**config.mk**
```make
export PLATFORM = sky130hd
export DESIGN_NAME = cpuDataMem
export DESIGN_NICKNAME = d
export VERILOG_FILES = /design/src/hdl/cpuTypesPkg.sv /design/src/hdl/cpuDataMem.sv
export SDC_FILE = /design/constraint.sdc
export NUM_CORES = 2
export LEC_CHECK = 0
export ABC_CLOCK_PERIOD_IN_PS = 5200
export BUFFER_PORTS_ARGS = -buffer_cell sky130_fd_sc_hd__buf_2
export CAP_MARGIN = 20
export CORE_MARGIN = 2
export CORE_UTILIZATION = 55
export CTS_CLUSTER_DIAMETER = 100
export DETAILED_ROUTE_END_ITERATION = 10
export HOLD_SLACK_MARGIN = 0.1
export PLACE_DENSITY = 0.77
export SLEW_MARGIN = 5
export SYNTH_ARGS = -nofsm -noshare
export SYNTH_HDL_FRONTEND = slang
export SYNTH_SLANG_ARGS = --single-unit
```
**constraint.sdc**
```tcl
create_clock -name clk -period 5.2 [get_ports clk]
set_input_delay 0.52 -clock clk [delete_from_list [all_inputs] [get_ports clk]]
set_output_delay 0.52 -clock clk [all_outputs]
set_load 0.1 [all_outputs]
```
**src/hdl/cpuTypesPkg.sv**
```systemverilog
// Datapath word and field types
package cpuTypesPkg;

	// 32-bit register and memory word
	typedef logic [31:0] word_t;

	// 16-bit Thumb instruction
	typedef logic [15:0] instr_t;

	// Program counter, counts halfword instructions
	typedef logic [15:0] pc_t;

	// Low register number, r0 to r7
	typedef logic [2:0] regAddr_t;

	// Condition flags, N Z C V from the top bit down
	typedef logic [3:0] flags_t;

	// Bit positions inside flags_t
	localparam int flagN = 3;
	localparam int flagZ = 2;
	localparam int flagC = 1;
	localparam int flagV = 0;

endpackage
```
**src/hdl/cpuDataMem.sv**
```systemverilog
// Word-addressed data memory
`timescale 1ns/1ps
module cpuDataMem import cpuTypesPkg::*; #(
	parameter int dmemAddrBits = 6
) (
	input logic clk,
	input logic we,
	input word_t addr,
	input word_t wrData,
	output word_t rdData
);

	word_t mem [2**dmemAddrBits];
	logic [dmemAddrBits-1:0] wordIdx;

	// Byte address to word index
	assign wordIdx = addr[dmemAddrBits+1:2];

	always_ff @(posedge clk) begin
		if (we) begin
			mem[wordIdx] <= wrData;
		end
	end

	// Loads complete in the same cycle
	assign rdData = mem[wordIdx];

endmodule

```
**Word level (Yosys, flattened, before mapping)**

Memories as Yosys holds them, arrays and structs flattened.
Cells that the tools add are included.

- Register bits after elaboration: 0
- Latch bits: 0
- RAM bits: 2,048
- ROM bits: 0
- Input bits: 66
- Output and inout bits: 32
- Memories: 1

- Add/subtract/negate cells: 0
- Multiply operators: 0
- Divide/modulo/power cells: 0
- $lt $le $gt $ge: 0
- Equal/unequal tests: 0
- Shifts and indexed selects: 0
- Mux-type cells: 2
- Bitwise gates (word level): 0
- Reductions and logical operators: 0

Memory list:

| memory | words | bits a word | read ports | clocked after memory_dff | wr ports | line | text |
|---|---|---|---|---|---|---|---|
| mem | 64 | 32 | 1 | 0 | 1 | cpuDataMem.sv:13 | `word_t mem [2**dmemAddrBits];` |

Operator list:

| kind | number |
|---|---|
| 1-bit 2-to-1 mux | 2 |

**Logic depth before layout (Yosys ltp)**

- Word-level depth: 2
- Mapped depth: 13

**Worst setup path before layout**

No wires, ideal clock.

- Kind: input-to-output
- Start point: in addr[4]
- End point: out rdData[0]
- Arrival time: 3,444 ps
- Required time: 4,680 ps
- Setup slack: 1,236 ps
- Stages on the path: 11
- Buffers on the path: 6
- Cells stage by stage: buf_2 -> buf_2 -> buf_2 -> buf_2 -> buf_2 -> buf_2 -> mux4_2 -> nand2_1 -> nand3_1 -> a2111oi_0 -> nand4_1

- Longest elaborated chain between the ends: 1

Ends and longest elaborated chain:

| element | line | text |
|---|---|---|
| start, declared | cpuDataMem.sv:8 | `input word_t addr,` |
| memory 64 x 32 bit | -- |  |
| end, declared | cpuDataMem.sv:10 | `output word_t rdData` |

No other way between the ends.

**Worst setup path in the final report**

- Start point: in addr[4]
- End point: out rdData[1]

The elaborated chain is that of the path after synthesis.

==> results.py <==
metrics = {
    "route": {
        "drcViolationCount": 0,
        "drt-pass1-iter-count": 9,
        "wire_per_inst_um": 31.4,
        "routed_wl_mm": 202,
        "vias_after_detailed_routing": 43500,
        "vias_per_cell": 6.76,
        "route.antenna.remaining_nets": 0,
        "dr.first_iter.drc_count": 7213,
    },
    "floorplanning": {
        "floorplan.die.width_um": 381,
        "placementRows": 138,
        "floorplan.die.height_um": 381,
        "coreArea_um2": 141000,
        "die_area_um2": 145000,
        "io_pins": 98,
        "floorplan.initialDensity_pct": 55.4,
    },
    "global_routing": {
        "first_global_vias": 42300,
        "first_pass_grt_wire_length_mm": 290,
        "grt.met1_usage_pct": 38.0,
        "grt.overflow.total": 0,
        "global_route_layer_with_the_greatest_usage": "met2",
        "global_route.usage.met2_pct": 42.0,
        "grt_start_max_net_pins": 100,
        "grt.met3_usage_pct": 6.98,
        "grt_usage_pct": 27.4,
        "initial_antenna_violation_count": 25,
    },
    "synth": {
        "average_cell_area_after_synthesis_um2": 18.6,
        "ys_async_sr_fraction_pct": 0,
        "yosysUniqueCellTypes": 55,
        "netlist_top_cells_area": "sky130_fd_sc_hd__edfxtp_1 (79%), sky130_fd_sc_hd__mux2i_1 (3.3%), sky130_fd_sc_hd__mux4_2 (2.8%)",
        "yosys_register_bits": 2048,
        "yosys_warning_total": 0,
        "synth_seq_area_share_pct": 78.6,
        "synth_top_flop_cell": "sky130_fd_sc_hd__edfxtp_1",
        "synth_top_area_cell": "sky130_fd_sc_hd__edfxtp_1",
        "yosysMostFrequentCell": "sky130_fd_sc_hd__edfxtp_1",
        "netlist_area_um2": 78300,
        "synth_nets": 4273,
        "yosysTopAreaCellShare_pct": 78.6,
        "count_of_flip_flops_with_a_built_in_enable_after_synthesis": 2048,
        "synth_commonest_cells": "sky130_fd_sc_hd__edfxtp_1 (2,048), sky130_fd_sc_hd__mux2i_1 (259), sky130_fd_sc_hd__a22oi_1 (188), sky130_fd_sc_hd__a221oi_1 (175), sky130_fd_sc_hd__clkbuf_1 (168)",
        "gate_count_after_technology_mapping": 4207,
    },
    "critical_path": {
        "critPathRequiredTime_ns": 4.68,
        "worst-setup-path-type": "input port to output pin",
        "critPathMaxFanout": 69,
        "critPathSlowestCell": "sky130_fd_sc_hd__o21ai_0",
        "cp_cell_sequence": "buf_8, inv_1, buf_4, a221oi_1, nor2_1, o21ai_0, o221ai_1, or4_1, buf_2",
        "critical_path.endpoint_type": "output pin",
        "cp-startpoint": "addr[4]",
        "critPathBufInv": 4,
        "worstSetupStartpointType": "input port",
        "critPathArrivalTime_ns": 4.31,
        "worst_path_largest_cell_delay_ns": 0.71,
        "top_cell_family_by_delay_on_the_critical_path": "buffers and inverters",
    },
    "clock_tree": {
        "cts_tree": "yes",
        "htree_num_levels": 4,
        "clk_pin_slew_ns": 0.07,
        "clk_path_buf_depth": 3,
        "clock_sink_count": 2048,
        "clk_root_buffer_cell": "sky130_fd_sc_hd__clkbuf_16",
        "tritoncts.num_buffers": 185,
    },
    "power_and_ir_drop": {
        "total_leakage_power_nw": 28.5,
        "cellPowerDensity_nw_per_um2": 380,
        "power.sequential.fraction_pct": 54.3,
        "total_power_w": 0.0337,
        "p_switching_w": 0.00739,
        "power.clock.fraction_pct": 39.3,
        "power.share.switching_pct": 21.9,
        "pwr-share-comb_pct": 6.4,
        "vdd.ir_drop.worst_mv": 0.324,
        "cell_internal_pwr_w": 0.0263,
    },
    "layout": {
        "share_of_cells_above_drive_strength_1_pct": 19.3,
        "top_register": "mem",
        "biggest_registers_after_layout": "mem (2048)",
        "final_net_count": 4463,
        "fillers": 9120,
        "flow.area_growth_from_synthesis_pct": 13.3,
        "seq_area_um2": 61500,
        "multi_input_comb_area_um2": 16000,
        "design_area_final_um2": 88700,
        "layoutNonFillerInstCount": 6442,
        "largest_register_ffs": 2048,
    },
    "timing": {
        "tightest_slew_ns": 1.13,
        "postLayoutSetupSlackWorst_ns": 0.373,
        "timing.final.setup_violations": 0,
        "final_hold_violation_count": 0,
        "fin_crit_ns": 4.83,
        "timing_max_transition_violations_final": 0,
        "fmax_mhz": 207,
        "final_period_utilization_pct": 92.8,
        "finalSetupTns_ns": 0,
        "maxSlewHeadroom_pct": 24.7,
        "unrepaired_setup_endpoints_after_global_routing": "false",
    },
    "min_path": {
        "hold_path.startpoint": "wrData[31]",
        "hold_path.class": "input port to flop",
    },
    "place": {
        "hpwlAfterDp_mm": 115,
        "gp_congestion": 0.891,
        "placed_cells": 6085,
        "preCtsSetupSlack_ns": 0.529,
        "io_buffers": 71,
        "dpl_cell_area_um2": 82600,
    },
    "run_status": {
        "status": "finished clean",
    },
    "flow_run": {
        "maxCapViolCount": 0,
    },
}
==> layer usage <==
| layer | share of wire [%] | vias to the layer above | wire length (um) |
|---|---|---|---|
| li1 | - | 17900 | - |
| met1 | 36 | 22000 | 73300 |
| met2 | 46 | 3129 | 93600 |
| met3 | 13 | 500 | 26800 |
| met4 | 4.1 | 32 | 8380 |
| met5 | 0.13 | - | 261 |
==> power by group through the flow <==
stage / logic [W] / clock network (W) / registers [W]
floorplan: 0.00118 / 0 / 0.0187
global placement: 0.00204 / 0 / 0.0186
detailed placement: 0.00208 / 0 / 0.0187
CTS: 0.00209 / 0.0133 / 0.0183
global route: 0.00223 / 0.0139 / 0.0183
finish: 0.00216 / 0.0132 / 0.0183
==> path summary, 6_finish.rpt <==
| path | cells after the start | endpoint |
|---|---|---|
| setup / recovery | 9 | rdData[1] |
| hold / removal | 1 | mem[52][31] |
==> cell families after synthesis <==
kind of cell,synth area share (%)
AOI/OAI and AO/OA,8.73
buffers and inverters,1.70
muxes,8.19
DFF,78.6
and+or+nand+nor,2.83
==> area by class of cell <==
type / count / area share (%)
multi-input cells: 1859 / 18.1
inverters: 2 / 0.0169
flip-flops and latches: 2048 / 69.3
diodes: 9 / 0.0254
clock buffers: 240 / 5.67
clock inverters: 93 / 0.895
repair buffers: 301 / 3.29
well taps: 1890 / 2.67
==> placed cells by master (no fill, tap or decap), drive strengths merged, types with 85 or more instances in the layout <==
| master | instances |
|---|---|
| a21oi | 121 |
| mux2 | 147 |
| buf | 299 |
| edfxtp | 2048 |
| nor2 | 145 |
| o21ai | 85 |
| mux4 | 96 |
| mux2i | 259 |
| a221oi | 175 |
| and3 | 85 |
| clkbuf | 240 |
| o22ai | 93 |
| a22oi | 188 |
==> stage by stage <==
| step | util, % | hold slack [ns] |
|---|---|---|
| 2_1_floorplan | - | 0.619 |
| 3_3_place_gp | 58.4 | 1.19 |
| 3_5_place_dp | 58.4 | 1.23 |
| 4_1_cts | 62.5 | 0.361 |
| 5_1_grt | 62.7 | 0.109 |
| 6_report | 62.7 | 0.119 |
==> timing repair <==
item,in CTS,in global routing
hold buffers,0,2
gates resized for setup,0,0
buffers inserted,0,0
endpoints found under the hold margin,0,17
No activity file was read; power rests on OpenSTA's default activity.
