File: src/hdl/cpuTypesPkg.sv
// Datapath word and field types
package cpuTypesPkg;

	// 32-bit register and memory word
	typedef logic [31:0] word_t;

	// 16-bit Thumb instruction
	typedef logic [15:0] instr_t;

	// Program counter, counts halfword instructions
	typedef logic [15:0] pc_t;

	// Low register number, r0 to r7
	typedef logic [2:0] regAddr_t;

	// Condition flags, N Z C V from the top bit down
	typedef logic [3:0] flags_t;

	// Bit positions inside flags_t
	localparam int flagN = 3;
	localparam int flagZ = 2;
	localparam int flagC = 1;
	localparam int flagV = 0;

endpackage
File: src/hdl/cpuRegFile.sv
// Low register file
`timescale 1ns/1ps
module cpuRegFile import cpuTypesPkg::*; (
	input logic clk,
	input logic rstN,
	input logic we,
	input regAddr_t wrAddr,
	input regAddr_t rdAddrA,
	input regAddr_t rdAddrB,
	input word_t wrData,
	output word_t rdDataA,
	output word_t rdDataB
);

	word_t regs [8];

	always_ff @(posedge clk or negedge rstN) begin
		if (!rstN) begin
			for (int i = 0; i < 8; i++) begin
				regs[i] <= '0;
			end
		end else if (we) begin
			regs[wrAddr] <= wrData;
		end
	end

	// Reads see the value before this cycle's write
	assign rdDataA = regs[rdAddrA];
	assign rdDataB = regs[rdAddrB];

endmodule

File: config.mk
export PLATFORM = sky130hd
export DESIGN_NAME = cpuRegFile
export DESIGN_NICKNAME = d
export VERILOG_FILES = /design/src/hdl/cpuTypesPkg.sv /design/src/hdl/cpuRegFile.sv
export SDC_FILE = /design/constraint.sdc
export NUM_CORES = 1
export LEC_CHECK = 0
export ABC_AREA = 1
export BUFFER_PORTS_ARGS = -buffer_cell sky130_fd_sc_hd__buf_2
export CAP_MARGIN = 20
export CORE_MARGIN = 2
export CORE_UTILIZATION = 35
export CTS_CLUSTER_DIAMETER = 40
export DETAILED_ROUTE_END_ITERATION = 12
export SKIP_LAST_GASP = 1
export SYNTH_ARGS = -nofsm -noshare
export SYNTH_HDL_FRONTEND = slang
export SYNTH_SLANG_ARGS = --single-unit
File: constraint.sdc
create_clock -name clk -period 1.2 [get_ports clk]
set_input_delay 0.18 -clock clk [delete_from_list [all_inputs] [get_ports clk]]
set_output_delay 0.18 -clock clk [all_outputs]
set_load 0.02 [all_outputs]
==> Yosys cells after proc, flatten, opt, wreduce, memory -nomap -nowiden <==
Cells that the tools add are included.
{ "totals": {"register_bits": 256, "elab_cells": 25} }
{ "op_classes": {"muxes": 9, "bitwise_logic": 3, "order_cmp": 4, "reduce_logical": 1} }
{ "op_table": {"columns": ["operator", "count"], "rows": [
  ["256-bit bitwise mux", 1],
  ["32-bit binary-select mux with 3-bit select", 2],
  ["32-bit 2-to-1 mux", 5],
  ["32-bit demux with 3-bit select", 1],
  ["4-bit greater-or-equal comparator, second input constant", 3],
  ["3-bit inverter with 4-bit output", 3],
  ["4-bit by 1-bit < comparator with 1-bit output, second input constant", 1],
  ["1-bit logical AND", 1]
]} }

==> Logic depth before layout (Yosys ltp) <==
Gate-level depths: netlist of run 1.
{ "depth": {"word_depth": 6, "depth_mapped": 8, "mapped_depth_nobuf": 6} }

==> Least setup slack after synthesis of run 1 <==
No wires, ideal clock.
{ "synth_path": {"path_type": "input -> output", "from": "input rdAddrA[0]", "to": "output rdDataA[10]", "slack_ns": 0.026, "arrival_ns": 0.994, "required_time_ns": 1.020, "cell_stages": 8, "path_buffers": 2, "path_cell_list": "inv_1 -> clkbuf_1 -> buf_2 -> nand2_1 -> nand3_1 -> nand2_1 -> nand2_1 -> nand2_1"} }
{ "synth_via": {"elab_chain_cells": 4} }
{ "synth_lines": {"columns": ["item", "line_no", "text"], "rows": [
  ["start, declared", "cpuRegFile.sv:8", "input regAddr_t rdAddrA,"],
  ["3-bit inverter with 4-bit output (not written as such)", "cpuRegFile.sv:28", "assign rdDataA = regs[rdAddrA];"],
  ["32-bit binary-select mux with 3-bit select", "cpuRegFile.sv:28", null],
  ["32-bit 2-to-1 mux (not written as such) (2 in series)", "cpuRegFile.sv:28", null],
  ["end, declared", "cpuRegFile.sv:11", "output word_t rdDataA,"]
]} }
Every way passes these cells. The select of a mux whose other input is x is not followed.

==> Worst setup path in the final report of run 1 <==
{ "layout_path": {"from": "register regs[21] (netlist bit)", "to": "output rdDataA[21]"} }
{ "layout_via": {"elab_chain_cells": 3} }
{ "layout_lines": {"columns": ["item", "line_no", "text"], "rows": [
  ["start, declared", "cpuRegFile.sv:15", "word_t regs [8];"],
  ["start signal, assigned by index", "cpuRegFile.sv:23", "regs[wrAddr] <= wrData;"],
  ["32-bit binary-select mux with 3-bit select", "cpuRegFile.sv:28", null],
  ["32-bit 2-to-1 mux (not written as such) (2 in series)", "cpuRegFile.sv:28", null]
]} }
Every way passes these cells. The select of a mux whose other input is x is not followed.

==> results of run 1 <==
[cell families after synthesis]
logic type / count (synthesis) / synth area share, %
AO/OA/AOI/OAI: 256 / 8.61
buffers and inverters: 442 / 11.7
flip-flops: 256 / 43.0
AND/OR/NAND/NOR: 1357 / 36.6
[through the flow]
step / utilization, % / area, sq um / std cells
floorplan: - / 14900 / 2311
global placement: 39.9 / 16700 / 2901
detailed placement: 39.9 / 16700 / 2901
CTS: 46.3 / 19400 / 3045
global route: 48.2 / 20200 / 3101
finish: 48.2 / 20200 / 3101
[power groups by stage]
stage | sequential, uW | clock [uW] | combinational [uW]
6_report | 11300 | 13700 | 8820
5_1_grt | 11400 | 14400 | 9920
3_5_place_dp | 11200 | 0 | 7030
3_3_place_gp | 11200 | 0 | 6870
4_1_cts | 11100 | 13900 | 7970
2_1_floorplan | 11000 | 0 | 4850
[metal layers]
layer	wire (um)	share of wire [%]	vias up
met2	23500	47	591
li1	-	-	7514
met4	1630	3.2	0
met1	21600	43	7296
met3	3490	6.9	125
met5	0	0	-
[cell usage in the layout (no fill, tap or decap), types with 6 or more instances in the layout]
master | netlist | layout
buf_12 | 0 | 47
buf_2 | 59 | 40
buf_4 | 3 | 122
buf_6 | 0 | 64
clkbuf_1 | 50 | 6
clkbuf_16 | 0 | 47
clkbuf_8 | 0 | 9
clkinvlp_4 | 0 | 8
dfrtp_1 | 256 | 256
dlygate4sd3_1 | 0 | 33
inv_1 | 296 | 117
inv_2 | 2 | 179
nand2_1 | 1090 | 981
nand2_2 | 5 | 113
nand3_1 | 256 | 210
nand3_2 | 1 | 47
o21ai_0 | 252 | 252
[worst min-delay path by stage]
stage	startpoint	end
after floorplan	rstN	regs[0]
after global placement	rstN	regs[33]
after detailed placement	rstN	regs[33]
after CTS	rstN	regs[226]
after global routing	rstN	regs[194]
final	rstN	regs[194]
[repair_timing]
action / CTS / global route
setup buffers: 23 / 56
hold endpoints to repair: 309 / 0
resized for setup: 229 / 231
hold buffers: 33 / 0
pin swaps: 85 / 156
endpoints found under the setup margin: 64 / 64
[area by class of cell]
| class | count | area, sq um | area share (%) |
|---|---|---|---|
| multi-input combinational | 1613 | 7240 | 35.8 |
| sequential | 256 | 6410 | 31.7 |
| timing repair buffer | 307 | 3120 | 15.4 |
| clock buffer | 62 | 1320 | 6.54 |
| inverter | 298 | 1120 | 5.56 |
| tap | 539 | 674 | 3.34 |
| clock inverter | 26 | 334 | 1.65 |
[worst max-delay path: stages, from the launching register on]
cell and delay [ps]:
dfrtp_1 350, inv_1 90, nand2_1 70, nand3_1 90, nand2_1 60, nand2_1 60, nand2_2 90, buf_6 140
==> summary.txt, run 1 <==
STA
  • Max_slew headroom: about three fifths
  • Final clock skew: 0 ps
  • Final setup margin: -501 ps
  • Setup_tns: -28660 ps
  • Final setup vio count: 64
  • Fin Hold WS: between 60 and 70 ps
  • Fin crit period: between 1500 and 2000 ps
  • Final hold vios: 0
  • F_max: between 500 and 600 MHz
  • Unrepaired setup endpoints after global routing: true
  • Max-slew violation count: 0
  • Worst-margin pin slew: slightly above 600 ps
  • Fin crit share: 142%

Global route
  • Largest net degree at the start of global routing: 65
  • GR peak layer: met2
  • First-pass GRT wire length: slightly below 80000 um
  • Vias in the first global route: approximately 15000
  • Total track usage: between 20% and 30%
  • Global route overflow: 0
  • GR met3 Demand/Resource: 3.20%
  • M1 GR Usage: a little under 30%
  • Initial antenna violation count: 0
  • Met2 Use GR: a little under two fifths

Power
  • Combinational power share: about a quarter
  • P_leak: between 0.01 and 0.015 uW
  • Sw Ratio: 32.2%
  • VDD IR max: between 0.001 and 0.0015 V
  • Internal: between 20000 and 25000 uW
  • NetSw: 10900 uW
  • Pwr Density: between 1500 and 2000 nW/um^2
  • Clock network fraction of design power: 40.5%
  • Seq pwr share: 33.4%
  • Tot Pwr: roughly 34000 uW

Worst setup path
  • R2r setup slk: between 300 and 400 ps
  • RR Startpoint: regs[200]
  • CP endpoint kind: output pin
  • Crit Path Class: reg2out
  • Startpoint types: flip-flop
  • CP Data Required Time: slightly above 1000 ps
  • Worst R2R Path Depth: 4
  • Arrival time worst endpoint: ~1500 ps
  • R2R Path End: regs[200]
  • CP Capture Point: rdDataA[21]
  • Critical path launch point: regs[21]
  • Critical-path maximum fanout: 3

Worst hold path
  • Hold Crit Class: in2async

Route
  • Iter 0 DRT Violations: around 1200
  • Drt pass-1 iters: 5
  • Vias/cell: 5.01
  • Per-cell routed wire length: between 15 and 20 um
  • DRC: 0
  • Vias post-DR: 15500
  • ANT nets after route: 0
  • Final wirelength: about 50000 um

Synthesis
  • Most common cell in the netlist: nand2_1
  • Dominant synthesized flop cell: dfrtp_1
  • Net Count, Synth: 2355
  • Top post-synthesis cells by count: nand2_1 (1090), inv_1 (296), dfrtp_1 (256), nand3_1 (256), o21ai_0 (252)
  • Area share of the largest cell type after synthesis: a little over two fifths
  • Mean post-synth cell area: 6.44 sq um
  • #FFs+latches synth: around 260
  • Asr flop ratio synth: 100%
  • Cell taking the most area after synthesis: dfrtp_1
  • Syn Inst Count: 2311
  • Synth area leaders: dfrtp_1 (43%), nand2_1 (27%), nand3_1 (8.6%)
  • EDFF count, synth: 0
  • Synth warn: 0
  • Unique masters post-synth: 17
  • Cell Area, Synth: 14900 sq um
  • Sequential share of the synthesized area: a little over two fifths

Clock network
  • CTS sink count: around 260
  • Clock transition at path regs: 50 ps
  • Total CTS buffers: between 40 and 50
  • H-tree depth: 2
  • CTS tree: built
  • Clock latency on the worst-skew pair: 550 ps
  • Root buffer cell: clkbuf_16
  • Max Root-Sink Buffers: 3

Floorplanning
  • Die X: around 210 um
  • Top-Level Pins: roughly 110
  • Initial Util: between 30% and 40%
  • FP Rows: 75
  • Core ar.: about 42000 sq um
  • Die H: 210 um
  • Die area: between 40000 and 50000 sq um

Finish
  • Layout cells sized above 1: 27.3%
  • Largest regs: regs: 256 flops
  • Largest Register: regs
  • FILL cells: 4142
  • N_diodes: 0
  • Max reg flops: ~260
  • P&R area growth vs syn: 35.9%
  • # nets final: 2567

Run
  • Max-cap viol count: 0

Placed design
  • Final HPWL DP: ~31000 um
  • Final Wtd Congestion: 0.837
  • Setup WS pre-CTS: -341 ps
  • PortBufs: around 110

Outcome
  • Failing checks: setup timing
  • Status: complete, but fails checks
Note: power is estimated with default switching activity, not from simulation.
==> run 2, diff against run 1 <==
- SETUP_SLACK_MARGIN: unset -> 0.05
==> run 2 against run 1 <==
  * The run still ends with setup timing left
  * Critical path depth unchanged
  * Global-route usage increased by 0.52 points
  * Wire length increased by 0.43%
  * Highest routed layer unchanged
==> summary.txt, run 2 (synthesis gave the netlist of run 1 again) <==
Outcome
  • Status: complete, but fails checks (unchanged)
  • Failing checks: setup timing (unchanged)

Finish
  • Layout cells sized above 1: 26.3% (was 27.3%)
  • Largest regs: regs: 256 flops (unchanged)
  • P&R area growth vs syn: 35.3% (was 35.9%)
  • # nets final: 2562 (was 2567)
  • Most frequent cells in the layout: nand2_1 (997), dfrtp_1 (256), o21ai_0 (252) (was nand2_1 (981), dfrtp_1 (256), o21ai_0 (252))
  • Leading cell type in the layout, fill and taps excluded: nand2_1 (unchanged)
  • Largest Register: regs (unchanged)
  • Max reg flops: 256 (unchanged)
  • N_diodes: 0 (unchanged)

Power
  • Sw Ratio: 31.8% (was 32.2%)
  • Combinational power share: 25.2% (was 26.1%)
  • Clock network fraction of design power: 42.3% (was 40.5%)
  • Seq pwr share: 32.5% (was 33.4%)
  • P_leak: 0.0109 uW (about the same)
  • Internal: 23700 uW (was 22900 uW)
  • NetSw: 11000 uW (was 10900 uW)
  • VDD IR max: 0.00163 V (was 0.00126 V)
  • Pwr Density: 1730 nW/um^2 (was 1670 nW/um^2)

Global route
  • Vias in the first global route: 15200 (was 14800)
  • Largest net degree at the start of global routing: 83 (was 65)
  • Total track usage: 23.0% (was 22.4%)
  • Global route overflow: 0 (unchanged)
  • First-pass GRT wire length: 80600 um (was 78600 um)
  • Initial antenna violation count: 0 (unchanged)

Route
  • Final wirelength: 50400 um (was 50200 um)
  • Drt pass-1 iters: 5 (unchanged)
  • Per-cell routed wire length: 16.3 um (was 16.2 um)
  • ANT nets after route: 0 (unchanged)
  • DRC: 0 (unchanged)
  • Vias/cell: 4.98 (was 5.01)
  • Iter 0 DRT Violations: 1295 (was 1155)
  • Vias post-DR: 15400 (was 15500)

Floorplanning
  • FP Rows: 75 (unchanged)
  • Initial Util: 35.5% (unchanged)
  • Top-Level Pins: 108 (unchanged)
  • Die H: 210 um (unchanged)
  • Die area: 44200 sq um (unchanged)
  • Die X: 210 um (unchanged)
  • Core ar.: 41900 sq um (unchanged)

Clock network
  • H-tree depth: 2 (unchanged)
  • CTS tree: built (unchanged)
  • CTS sink count: 256 (unchanged)
  • Clock transition at path regs: 50 ps (about the same)
  • Total CTS buffers: 48 (was 47)
  • Root buffer cell: clkbuf_16 (unchanged)
  • Max Root-Sink Buffers: 3 (unchanged)
  • Clock latency on the worst-skew pair: 570 ps (was 550 ps)

Worst setup path
  • Critical-path maximum fanout: 2 (was 3)
  • CP Data Required Time: 1020 ps (about the same)
  • Startpoint types: flip-flop (unchanged)
  • Arrival time worst endpoint: 1540 ps (was 1520 ps)
  • CP endpoint kind: output pin (unchanged)
  • Crit Path Class: reg2out (unchanged)

Placed design
  • PortBufs: 107 (unchanged)
  • Final Wtd Congestion: 0.821 (was 0.837)
  • Final HPWL DP: 30400 um (was 30700 um)

STA
  • Setup_tns: -29810 ps (was -28660 ps)
  • Final clock skew: 0 ps (unchanged)
  • Unrepaired setup endpoints after global routing: true (unchanged)
  • Fin crit period: 1720 ps (was 1700 ps)
  • Max_slew headroom: 69.5% (was 59.7%)
  • Final hold vios: 0 (unchanged)
  • Final setup vio count: 64 (unchanged)
  • Fin crit share: 144% (was 142%)
  • Worst-margin pin slew: 458 ps (was 604 ps)
  • F_max: 580 MHz (was 588 MHz)
  • Fin Hold WS: 103 ps (was 60.8 ps)
  • Max-slew violation count: 0 (unchanged)
  • Final setup margin: -524 ps (was -501 ps)

Worst hold path
  • Hold Crit Class: in2reg (was in2async)

Run
  • Max-cap viol count: 0 (unchanged)
## run 2: critical path, cell delays in order (launching register included)
cell and delay [ps]:
dfrtp_1 390, inv_2 60, nand2_1 50, nand3_1 90, nand2_1 60, nand2_1 100
nand2_4 80, buf_6 130
## run 2: layout make-up
cell class | instances | area [sq um]
clock inverter | 35 | 480
inverter | 298 | 1120
timing repair buffer | 301 | 3020
fill | 4047 | 21800
sequential | 256 | 6410
clock buffer | 55 | 1290
tap | 539 | 674
multi-input combinational | 1613 | 7150
## run 2: power by group through the flow
| stage | registers (uW) | logic, uW | clock network [uW] |
|---|---|---|---|
| 2_1_floorplan | 11000 | 4860 | 0 |
| 3_5_place_dp | 11200 | 6980 | 0 |
| 4_1_cts | 11100 | 7920 | 14900 |
| 6_report | 11300 | 8760 | 14700 |
| 3_3_place_gp | 11200 | 6800 | 0 |
| 5_1_grt | 11500 | 9880 | 15300 |
## run 2: layer usage
metal	GRT usage, %	vias to the layer above	part of all wire [%]
li1	-	7495	-
met1	29.3	7256	42
met2	38.9	565	48
met3	3.11	119	6.6
met4	10.2	0	3.3
met5	0	-	0
## run 2: worst paths after layout
check,to,cells after the start,start,slack (ps)
worst max-delay path,rdDataB[13],7,regs[45],-520
worst min-delay path,regs[255],5,wrAddr[0],100
worst max register to register,regs[216],4,regs[216],310
worst min register to register,regs[250],2,regs[250],480
max in group asynchronous,regs[226],3,rstN,190
min in group asynchronous,regs[94],3,rstN,150
## run 2: what timing repair did
item / in CTS / in global routing
setup buffers: 24 / 61
gates resized for setup: 211 / 222
pin swaps: 94 / 135
endpoints found under the setup margin: 64 / 64
hold buffers: 34 / 0
hold endpoints to repair: 402 / 0
## run 2: stage by stage
stage / utilization, % / power, uW / setup slack (ps) / area, sq um / std cells
2_1_floorplan: - / 15900 / 66.6 / 14900 / 2311
3_3_place_gp: 39.5 / 18000 / -287 / 16600 / 2888
3_5_place_dp: 39.5 / 18200 / -267 / 16600 / 2888
4_1_cts: 46.2 / 34000 / -547 / 19400 / 3036
5_1_grt: 48.0 / 36600 / -607 / 20100 / 3097
6_report: 48.0 / 34800 / -524 / 20100 / 3097
