### src/hdl/cpuIsaPkg.sv
// Decoder select codes
package cpuIsaPkg;

	// ALU operation, opPass hands flags over to the shifter
	typedef enum logic [2:0] {
		opAdd,
		opSub,
		opAnd,
		opOrr,
		opEor,
		opMvn,
		opPass
	} aluOp_e;

	// Barrel shifter mode
	typedef enum logic [1:0] {
		shLsl,
		shLsr,
		shAsr,
		shRor
	} shiftDir_e;

	// Register write-back source
	typedef enum logic [1:0] {
		wrShift,
		wrAlu,
		wrImm,
		wrMem
	} wrSel_e;

	// Next-PC source
	typedef enum logic [1:0] {
		brNext,
		brCond,
		brUncond
	} brSel_e;

	// ALU operand B source
	typedef enum logic [1:0] {
		opbReg,
		opbImm3,
		opbImm5Word
	} opBSel_e;

endpackage

### src/hdl/cpuTypesPkg.sv
// Datapath word and field types
package cpuTypesPkg;

	// 32-bit register and memory word
	typedef logic [31:0] word_t;

	// 16-bit Thumb instruction
	typedef logic [15:0] instr_t;

	// Program counter, counts halfword instructions
	typedef logic [15:0] pc_t;

	// Low register number, r0 to r7
	typedef logic [2:0] regAddr_t;

	// Condition flags, N Z C V from the top bit down
	typedef logic [3:0] flags_t;

	// Bit positions inside flags_t
	localparam int flagN = 3;
	localparam int flagZ = 2;
	localparam int flagC = 1;
	localparam int flagV = 0;

endpackage
### src/hdl/cpuAlu.sv
// ALU and barrel shifter
`timescale 1ns/1ps
module cpuAlu import cpuTypesPkg::*, cpuIsaPkg::*; (
	input word_t a,
	input word_t b,
	input aluOp_e aluOp,
	input shiftDir_e shiftDir,
	input flags_t flagsIn,
	output word_t aluResult,
	output word_t shiftResult,
	output flags_t flagsOut
);

	logic [32:0] sum;
	logic [7:0] shAmt;
	logic [63:0] rotPair;
	word_t nzSource;

	// Only the low byte of the amount register counts
	assign shAmt = b[7:0];
	assign rotPair = {a, a} >> shAmt[4:0];

	always_comb begin
		sum = '0;
		case (aluOp)
			opAdd: sum = {1'b0, a} + {1'b0, b};
			// Carry out here means no borrow
			opSub: sum = {1'b0, a} + {1'b0, ~b} + 33'd1;
			default: sum = '0;
		endcase

		case (aluOp)
			opAdd, opSub: aluResult = sum[31:0];
			opAnd: aluResult = a & b;
			opOrr: aluResult = a | b;
			opEor: aluResult = a ^ b;
			opMvn: aluResult = ~b;
			default: aluResult = b;
		endcase
	end

	always_comb begin
		case (shiftDir)
			shLsl: shiftResult = (shAmt > 8'd31) ? '0 : a << shAmt[4:0];
			shLsr: shiftResult = (shAmt > 8'd31) ? '0 : a >> shAmt[4:0];
			shAsr: shiftResult = (shAmt > 8'd31) ? {32{a[31]}} :
				word_t'($signed(a) >>> shAmt[4:0]);
			default: shiftResult = rotPair[31:0];
		endcase
	end

	// N and Z follow whichever path produces the result
	always_comb begin
		nzSource = (aluOp == opPass) ? shiftResult : aluResult;
		flagsOut = flagsIn;
		flagsOut[flagN] = nzSource[31];
		flagsOut[flagZ] = (nzSource == '0);
		if (aluOp == opAdd) begin
			flagsOut[flagC] = sum[32];
			flagsOut[flagV] = (a[31] == b[31]) && (sum[31] != a[31]);
		end else if (aluOp == opSub) begin
			flagsOut[flagC] = sum[32];
			flagsOut[flagV] = (a[31] != b[31]) && (sum[31] != a[31]);
		end
	end

endmodule

### config.mk
export PLATFORM = sky130hd
export DESIGN_NAME = cpuAlu
export DESIGN_NICKNAME = d
export VERILOG_FILES = /design/src/hdl/cpuIsaPkg.sv /design/src/hdl/cpuTypesPkg.sv /design/src/hdl/cpuAlu.sv
export SDC_FILE = /design/constraint.sdc
export NUM_CORES = 1
export LEC_CHECK = 0
export ABC_AREA = 1
export BUFFER_PORTS_ARGS = -buffer_cell sky130_fd_sc_hd__buf_2
export CAP_MARGIN = 20
export CORE_MARGIN = 8
export CORE_UTILIZATION = 45
export DETAILED_ROUTE_END_ITERATION = 12
export PLACE_DENSITY = 0.76
export SYNTH_ARGS = -nofsm -noshare
export SYNTH_HDL_FRONTEND = slang
export SYNTH_SLANG_ARGS = --single-unit
export TNS_END_PERCENT = 20
### constraint.sdc
create_clock -name vclk -period 5
set_input_delay 1 -clock vclk [all_inputs]
set_output_delay 1 -clock vclk [all_outputs]
set_load 0.02 [all_outputs]
; ---- After elaboration in Yosys (flattened, before gate mapping)
; Cells that the tools add are included.
; Widths: inputs -> output; s select.
[word_totals]
register_bits = 0
latch_bits = 0
ramBits = 0
romBits = 0
input_bits = 73
word_cells = 38
mem_count = 0
[op_classes]
n_addsub = 3
n_mul = 0
div = 0
n_lt_le_gt_ge = 1
n_eq_ne = 11
shifts = 4
mux = 9
bitwise = 4
reduce_logical = 6
[ops]
columns = operator, n
row1 = $pmux 32 s5, 1
row2 = $mux 32, 4
row3 = $pmux 32 s3, 1
row4 = $add 32x32->33, 2
row5 = $pmux 33 s2, 1
row6 = $shr 64x5->32, 1
row7 = $add 33x1->33 const B, 1
row8 = $and 32x32->32, 1
row9 = $logic_not 32->1, 1
row10 = $not 32->32, 1
row11 = $or 32x32->32, 1
row12 = $shl 32x5->32, 1
row13 = $shr 32x5->32, 1
row14 = $sshr 32x5->32, 1
row15 = $xor 32x32->32, 1
row16 = $eq 3x3->1 const B, 3
row17 = $gt 8x5->1 const B, 1
row18 = $eq 3x2->1 const B, 2
row19 = $mux 2, 2
row20 = $eq 3x1->1 const B, 1
row21 = $logic_not 3->1, 1
row22 = $eq 2x1->1 const B, 1
row23 = $eq 2x2->1 const B, 1
row24 = $logic_and 1x1->1, 2
row25 = other kinds (4), 5

; ---- Longest topological paths before layout
; Gate-level depths: netlist of run 1.
[depth]
word_depth = 8
mapped_depth = 25
ltp_nobuf = 22

; ---- Worst setup path after synthesis of run 1
; No wires, ideal clock.
[synth_path]
path_type = input to output
startpoint = input port b[2]
endpoint = output port flagsOut[2]
arrival_ps = 3698
required_time_ps = 4000
setup_slack_ps = 302
stages = 23
n_path_buf = 4
cell_sequence = buf_2 > inv_2 > buf_2 > buf_2 > ha_1 > buf_6 > inv_1 > nand2_1 > nand2_1 > nand2_1 > nand3_1 > nand2_1 > nand3_1 > nand2_1 > nand2_1 > nand2_1 > nand3_1 > nand4_1 > a21oi_1 > nand2_1 > nor2_1 > nand3_1 > nor2_1
[synth_between]
elab_chain_len = 7
elab_cells_between_ends = 20
cone_classes = 3 x add/sub / 1 x order compare / 4 x shift / 7 x mux / 4 x bitwise / 1 x reduce/logical
[synth_rtl]
columns = item, line
row1 = start: declaration, cpuAlu.sv:5  ; input word_t b,
row2 = $not 32->32, cpuAlu.sv:28  ; opSub: sum = {1'b0, a} + {1'b0, ~b} + 33'd1;
row3 = $add 32x32->33, cpuAlu.sv:28
row4 = $add 33x1->33, cpuAlu.sv:28
row5 = $pmux 33 s2 *, cpuAlu.sv:25  ; case (aluOp)
row6 = $pmux 32 s5 *, cpuAlu.sv:32  ; case (aluOp)
row7 = via aluResult[29], cpuAlu.sv:9  ; output word_t aluResult,
row8 = $mux 32 *, cpuAlu.sv:54  ; nzSource = (aluOp == opPass) ? shiftResult : aluResult;
row9 = $logic_not 32->1 *, cpuAlu.sv:57  ; flagsOut[flagZ] = (nzSource == '0);
row10 = end: declaration, cpuAlu.sv:11  ; output flags_t flagsOut
; The timed path passes the listed nets; every way through them passes the cells marked *.

; ---- Final worst setup path of run 1
[layout_path]
startpoint = input port aluOp[1]
endpoint = output port flagsOut[2]
[layout_between]
elab_chain_len = 5
elab_cells_between_ends = 12
cone_classes = 6 x eq/ne / 3 x mux / 3 x reduce/logical
[layout_rtl]
columns = item, line
row1 = start: declaration, cpuAlu.sv:6  ; input aluOp_e aluOp,
row2 = $eq 3x1->1 or $logic_not 3->1 (tied branches), "cpuAlu.sv:25, cpuAlu.sv:32"
row3 = $pmux 33 s2 or $reduce_or 2->1 (tied branches), "cpuAlu.sv:25, cpuAlu.sv:32"
row4 = $pmux 32 s5, cpuAlu.sv:32
row5 = $mux 32 *, cpuAlu.sv:54
row6 = $logic_not 32->1 *, cpuAlu.sv:57
; Mark *: on every way between the ends. The rest lies on a longest branch, timed or not.

==> summary.md, run 1 <==
| Metric | Value |
|---|---|
| ANT nets after route | 0 |
| Initial core utilization | 45.2% |
| Place WS | -0.0408 ns |
| Fraction of layout instances using a drive strength above 1 | 14.2% |
| Maximum number of pins on one net before global-route repair | 78 |
| Synth area leaders | sky130_fd_sc_hd__nand2_1 (27%), sky130_fd_sc_hd__nand3_1 (20%), sky130_fd_sc_hd__inv_1 (11%) |
| Kind of start point of the critical path | input port |
| Critical-path cell with the highest stage delay | sky130_fd_sc_hd__clkinv_1 |
| Diodes inserted | 0 |
| Slew margin rel. | 36.5% |
| Routed len/inst | 21.6 µm |
| Area taken by multi-input logic gates | 10200 µm² |
| Max IR drop VDD | 0.122 mV |
| Flip-flop and latch count | 0 |
| Cell type with the largest total area after synthesis | sky130_fd_sc_hd__nand2_1 |
| Syn-to-layout area delta | 15.6% |
| First DRT Iteration DRCs | 2030 |
| Ports placed on the boundary | 141 |
| First-pass GRT wire length | 98.1 mm |
| Number of vias after detailed routing | 17878 |
| Setup TNS | 0 ns |
| Ratio of final minimum period to clock period | 99.1% |
| Result of the run | finished, final reports clean |
| Maximum frequency from static timing analysis | 0.202 GHz |
| Setup violation total in the final timing report | 0 |
| Min-Delay Path Class | in -> out |
| Number of buffers inserted for hold repair after clock tree synthesis | 0 |
| Most used standard cell by instance count after synthesis | sky130_fd_sc_hd__nand2_1 |
| Maximum fanout along the worst path | 10 |
| Post-Route WL | 64.8 mm |
| Standard cell core area | 26600 µm² |
| Critical path endpoint category | output port |
| Layout clock buffer count | 0 |
| Number of nets in the layout | 2842 |
| Portion of synthesized cell area occupied by the leading cell type | 26.6% |
| Number of violations of the max-capacitance limit | 0 |
| Max-slew violation count | 0 |
| Horiz. Die Dim | 179 µm |
| Synthesized area divided by synthesized cell count | 4.84 µm² |
| DR pass1 iterations | 8 |
| Total die area | 32200 µm² |
| CP most frequent cell | sky130_fd_sc_hd__nor2_1 |
| Number of global-route vias before repair | 17123 |
| Y dimension of the die | 179 µm |
| Dpl hpwl | 53.2 mm |
| Final hold violation count | 0 |
| Slowest cell delay on critical path | 0.62 ns |
| Static Leakage | 0.00803 µW |
| Arrival time worst endpoint | 3.95 ns |
| Commonest cells post-synth | sky130_fd_sc_hd__nand2_1 (853), sky130_fd_sc_hd__nand3_1 (477), sky130_fd_sc_hd__inv_1 (347) |
| Least-Margin Pin Slew | 0.950 ns |
| Worst endpoint required time | 4.00 ns |
| Mapped Area | 12000 µm² |
| Site row count | 60 |
| Total area of sequential cells | 0 µm² |
| Buffers added on ports | 139 |
| Minimum clock period | 4.95 ns |
| Overall power after layout | 1750 µW |
| Mapped Nets | 2663 |
| Placed instance count | 3000 |
| Cells along the critical path | buf_2 > nor2_1 > inv_1 > nor2_1 > clkinv_1 > o22ai_1 > a211oi_1 > nand3_1 > nand2_1 > nand2_1 > nor2_1 > nand3_2 > nand2_1 > nand3_1 > nor2_1 > buf_4 |
| Final core utilization | 52.3% |
| Overall routing resource usage | 38.2% |
| Post-route worst setup slack | 0.0452 ns |
| Mapped Cells | 2485 |
| Number of filler cells placed in the layout | 3022 |
| Final weighted congestion in routability-driven placement | 1.06 |
| Overall overflow remaining after global route | 0 |
| Power density cells | 126 nW/µm² |
| Final std cells w/o fill | 3003 |
| Sequential-to-total area share from yosys stat | 0% |
| Drt drc | 0 |
| Vias per cell | 5.95 |
| Antenna violations before repair | 0 |
| Type of the setup path with the least slack | in -> out |
| Count of different cell masters after synthesis | 45 |
| Yosys warning total | 0 |
[final timing paths]
kind	start	to	cells after the start	slack, ns
setup / recovery	aluOp[1]	flagsOut[2]	16	0.05
hold / removal	b[7]	aluResult[7]	4	2.42
[worst max-delay path: cells and delay by family]
family,cells,cell delay [ns]
buffers and inverters,4,1.06
AND/OR/NAND/NOR,10,1.53
AO/OA/AOI/OAI,2,0.36
[metrics by stage]
step | cell area (µm²) | hold slack, ns
finish | 13900 | 2.42
global route | 13900 | 2.43
CTS | 13700 | 2.41
detailed placement | 13700 | 2.41
global placement | 13700 | 2.40
floorplan | 12000 | 2.19
[area by class of cell]
class | count | area share (%)
repair buffers | 295 | 13.7
multi-input cells | 2005 | 73.4
inverters | 362 | 9.83
well taps | 341 | 3.07
[repair_timing]
action,CTS,global route
gates resized for setup,1,51
hold endpoints to repair,0,0
setup buffers,0,3
gates cloned,0,0
endpoints found under the setup margin,1,2
pin swaps,0,9
[metal layers]
layer / routed length (µm) / track usage [%]
met1: 23800 / 44.2
met2: 28400 / 61.9
met3: 6770 / 7.06
met4: 5880 / 29.7
met5: 0 / 0
[cell usage in the layout, fill, tap and decap left out, types with 10 or more instances in the layout]
master                     count
sky130_fd_sc_hd__inv_2        10
sky130_fd_sc_hd__o211ai_1     11
sky130_fd_sc_hd__buf_2       138
sky130_fd_sc_hd__and2_1       17
sky130_fd_sc_hd__nor2_1      173
sky130_fd_sc_hd__ha_2         14
sky130_fd_sc_hd__a21oi_1      90
sky130_fd_sc_hd__buf_4       153
sky130_fd_sc_hd__inv_1       345
sky130_fd_sc_hd__nor3_1       17
sky130_fd_sc_hd__a221oi_1     19
sky130_fd_sc_hd__nand4_1      47
sky130_fd_sc_hd__nand3_1     471
sky130_fd_sc_hd__nand2_1     847
sky130_fd_sc_hd__ha_1         85
sky130_fd_sc_hd__nor2_2       16
sky130_fd_sc_hd__o21a_1       13
sky130_fd_sc_hd__o21ai_0      63
sky130_fd_sc_hd__o22ai_1      32
sky130_fd_sc_hd__o21ai_1      12
[power breakdown]
part	internal (µW)	total (µW)	leakage, µW	switching (µW)
registers	0	0	0	0
clock network	0	0	0	0
logic	562	1750	0.00803	1190
[kinds of logic after synthesis]
| kind of cell | share of synthesized area [%] |
|---|---|
| adder cells (fa/ha/maj) | 11.1 |
| AND/OR/NAND/NOR | 58.4 |
| AO/OA/AOI/OAI | 13.4 |
| buffers and inverters | 16.6 |
| multiplexers | 0.167 |
| XOR/XNOR | 0.364 |
(Power assumes the default switching activity.)
==> run 2: changes to the inputs <==
Settings changed: PLACE_DENSITY 0.76 to 0.73.
==> run 2 against run 1 <==
Net effect: worst setup slack gained 0.12 ns; total power grew 0.49%; core utilization shrank 0.34 points; die area is the same; critical path depth grew 6; combinational power is essentially flat; clock-buffer cell count is the same; critical endpoint unchanged.
==> summary.md, run 2 (same netlist as run 1, synthesis figures left out) <==
| Metric | Value |
|---|---|
| Result of the run | finished, final reports clean |
| Number of violations of the max-capacitance limit | 0 (unchanged) |
| Number of buffers inserted for hold repair after clock tree synthesis | 0 (unchanged) |
| Seq pwr share | 0% (unchanged) |
| Antenna violations before repair | 1 (+1) |
| Horiz. Die Dim | 179 µm (unchanged) |
| Overall routing resource usage | 37.7% (-0.50 points) |
| Y dimension of the die | 179 µm (unchanged) |
| Launch point of the worst hold path | b[7] |
| End of the worst hold path | aluResult[7] |
| Maximum number of pins on one net before global-route repair | 77 (-1.3%) |
| Drt drc | 0 (unchanged) |
| Placed instance count | 2993 (-0.23%) |
| Int Pwr | 560 µW (-0.44%) |
| Slew margin rel. | 35.5% (-0.92 points) |
| Fraction of layout instances using a drive strength above 1 | 13.9% (-0.30 points) |
| Vias per cell | 5.94 (-0.19%) |
| Standard cell core area | 26600 µm² (unchanged) |
| Max-slew violation count | 0 (unchanged) |
| Maximum frequency from static timing analysis | 0.207 GHz (+2.5%) |
| Number of nets in the layout | 2834 (-0.28%) |
| First DRT Iteration DRCs | 2520 (+24%) |
| Final weighted congestion in routability-driven placement | 1.07 (+0.71%) |
| Site row count | 60 (unchanged) |
| ANT nets after route | 0 (unchanged) |
| Layout clock buffer count | 0 (unchanged) |
| Kind of start point of the critical path | input port |
| Highest-count cells in the layout ignoring fill and taps | sky130_fd_sc_hd__nand2_1 (844), sky130_fd_sc_hd__nand3_1 (472), sky130_fd_sc_hd__inv_1 (346) |
| Overall overflow remaining after global route | 0 (unchanged) |
| Depth of the worst hold-timing path | 4 (unchanged) |
| Routed len/inst | 21.5 µm (-0.24%) |
| Static Leakage | 0.00799 µW (-0.42%) |
| Most common library cell in the layout ignoring fill and taps | sky130_fd_sc_hd__nand2_1 |
| Dpl hpwl | 52.8 mm (-0.59%) |
| First-pass GRT wire length | 96.1 mm (-2.0%) |
| Post-Route WL | 64.5 mm (-0.47%) |
| Number of vias after detailed routing | 17802 (-0.43%) |
| Setup violation total in the final timing report | 0 (unchanged) |
| Number of global-route vias before repair | 16707 (-2.4%) |
| Final hold violation count | 0 (unchanged) |
| Total die area | 32200 µm² (unchanged) |
| Power density cells | 128 nW/µm² (+1.2%) |
| Ports placed on the boundary | 141 (unchanged) |
| Clock power share | 0% (unchanged) |
| Worst endpoint required time | 4.00 ns (about the same) |
| Final std cells w/o fill | 2996 (-0.23%) |
| Total area of sequential cells | 0 µm² (unchanged) |
| Ratio of final minimum period to clock period | 96.7% (-2.4 points) |
| Buffers added on ports | 139 (unchanged) |
| Least-Margin Pin Slew | 0.963 ns (+0.0137 ns) |
| Switching power of the nets | 1200 µW (+0.93%) |
| Critical path endpoint category | output port |
| Max IR drop VDD | 0.110 mV (-10%) |
| Min-Delay Path Class | in -> out |
| Minimum clock period | 4.83 ns (-0.121 ns) |
| Type of the setup path with the least slack | in -> out |
| Switching portion of total power | 68.2% (+0.30 points) |
| DR pass1 iterations | 6 (-2) |
| Flip-flop and latch count | 0 (unchanged) |
| Maximum fanout along the worst path | 5 (-5) |
| Logic gate share of total power | 100.0% (about the same) |
| Syn-to-layout area delta | 14.9% |
| Initial core utilization | 45.2% (unchanged) |
| Arrival time worst endpoint | 3.83 ns (-0.12 ns) |
| Hold Slack | 2.42 ns (-0.00347 ns) |
[run 2: cell types whose count changed in the layout (fill, tap and decap cells not counted), moves of 5 or more]
cell                     change
sky130_fd_sc_hd__ha_1        +5
sky130_fd_sc_hd__buf_4       -8
sky130_fd_sc_hd__nor2_1      -6
sky130_fd_sc_hd__nor2_2      +5
[run 2: power by group through the flow]
stage / sequential (µW) / clock (µW) / combinational (µW)
after floorplan: 0 / 0 / 1050
after global placement: 0 / 0 / 1660
after detailed placement: 0 / 0 / 1680
after CTS: 0 / 0 / 1680
after global routing: 0 / 0.0000268 / 1900
final: 0 / 0.0000268 / 1760
[run 2: critical path, stage by stage]
cell and delay, ns:
sky130_fd_sc_hd__buf_2 0.13, sky130_fd_sc_hd__inv_1 0.07, sky130_fd_sc_hd__ha_1 0.23, sky130_fd_sc_hd__fa_2 0.38, sky130_fd_sc_hd__nor2_2 0.14, sky130_fd_sc_hd__nand2_1 0.06, sky130_fd_sc_hd__nand3_1 0.08, sky130_fd_sc_hd__buf_6 0.14
sky130_fd_sc_hd__nand3_1 0.11, sky130_fd_sc_hd__nand2_2 0.11, sky130_fd_sc_hd__nand2_1 0.05, sky130_fd_sc_hd__nand3_1 0.15, sky130_fd_sc_hd__nand4_1 0.14, sky130_fd_sc_hd__nor2_1 0.16, sky130_fd_sc_hd__nand2_1 0.07, sky130_fd_sc_hd__nor2_1 0.09
sky130_fd_sc_hd__nand3_1 0.12, sky130_fd_sc_hd__buf_4 0.19, sky130_fd_sc_hd__nand2_1 0.06, sky130_fd_sc_hd__nand3_1 0.09, sky130_fd_sc_hd__nor2_1 0.12, sky130_fd_sc_hd__buf_4 0.14
[run 2: area by class of cell]
class                      count  area, µm²
multi-input combinational   2005      10200
antenna                        1       2.50
tap                          341        427
fill                        3102      12800
inverter                     362       1360
timing repair buffer         287       1850
[run 2: worst max path at each step]
| stage | start | slack, ns | endpoint | depth (start not counted) |
|---|---|---|---|---|
| 2_1_floorplan | b[2] | 0.30 | flagsOut[2] | 23 |
| 3_3_place_gp | b[1] | 0.1 | flagsOut[2] | 21 |
| 3_5_place_dp | a[17] | 0.08 | flagsOut[2] | 20 |
| 4_1_cts | a[17] | 0.09 | flagsOut[2] | 20 |
| 5_1_grt | b[1] | -0.002 | flagsOut[2] | 23 |
| 6_report | a[0] | 0.17 | flagsOut[2] | 22 |
[run 2: per-stage QoR]
step	area, µm²	util (%)	total power (µW)	setup slack (ns)	TNS, ns
2_1_floorplan	12000	-	1050	0.302	0
3_3_place_gp	13600	51.3	1660	0.0971	0
3_5_place_dp	13600	51.3	1680	0.0751	0
4_1_cts	13600	51.3	1680	0.0856	0
5_1_grt	13800	52.0	1900	-0.00155	-0.00155
6_report	13800	52.0	1760	0.167	0
[run 2: timing repair]
action,4_1_cts,5_1_grt
setup buffers,0,2
resized for setup,0,48
endpoints found under the setup margin,0,3
[run 2: layer usage]
| layer | up-vias | part of all wire (%) | track usage, % |
|---|---|---|---|
| met4 | 0 | 8.2 | 25.6 |
| met3 | 241 | 10 | 6.69 |
| met2 | 1095 | 44 | 61.9 |
| li1 | 8393 | - | - |
| met5 | - | 0 | 0 |
| met1 | 8073 | 38 | 44.4 |
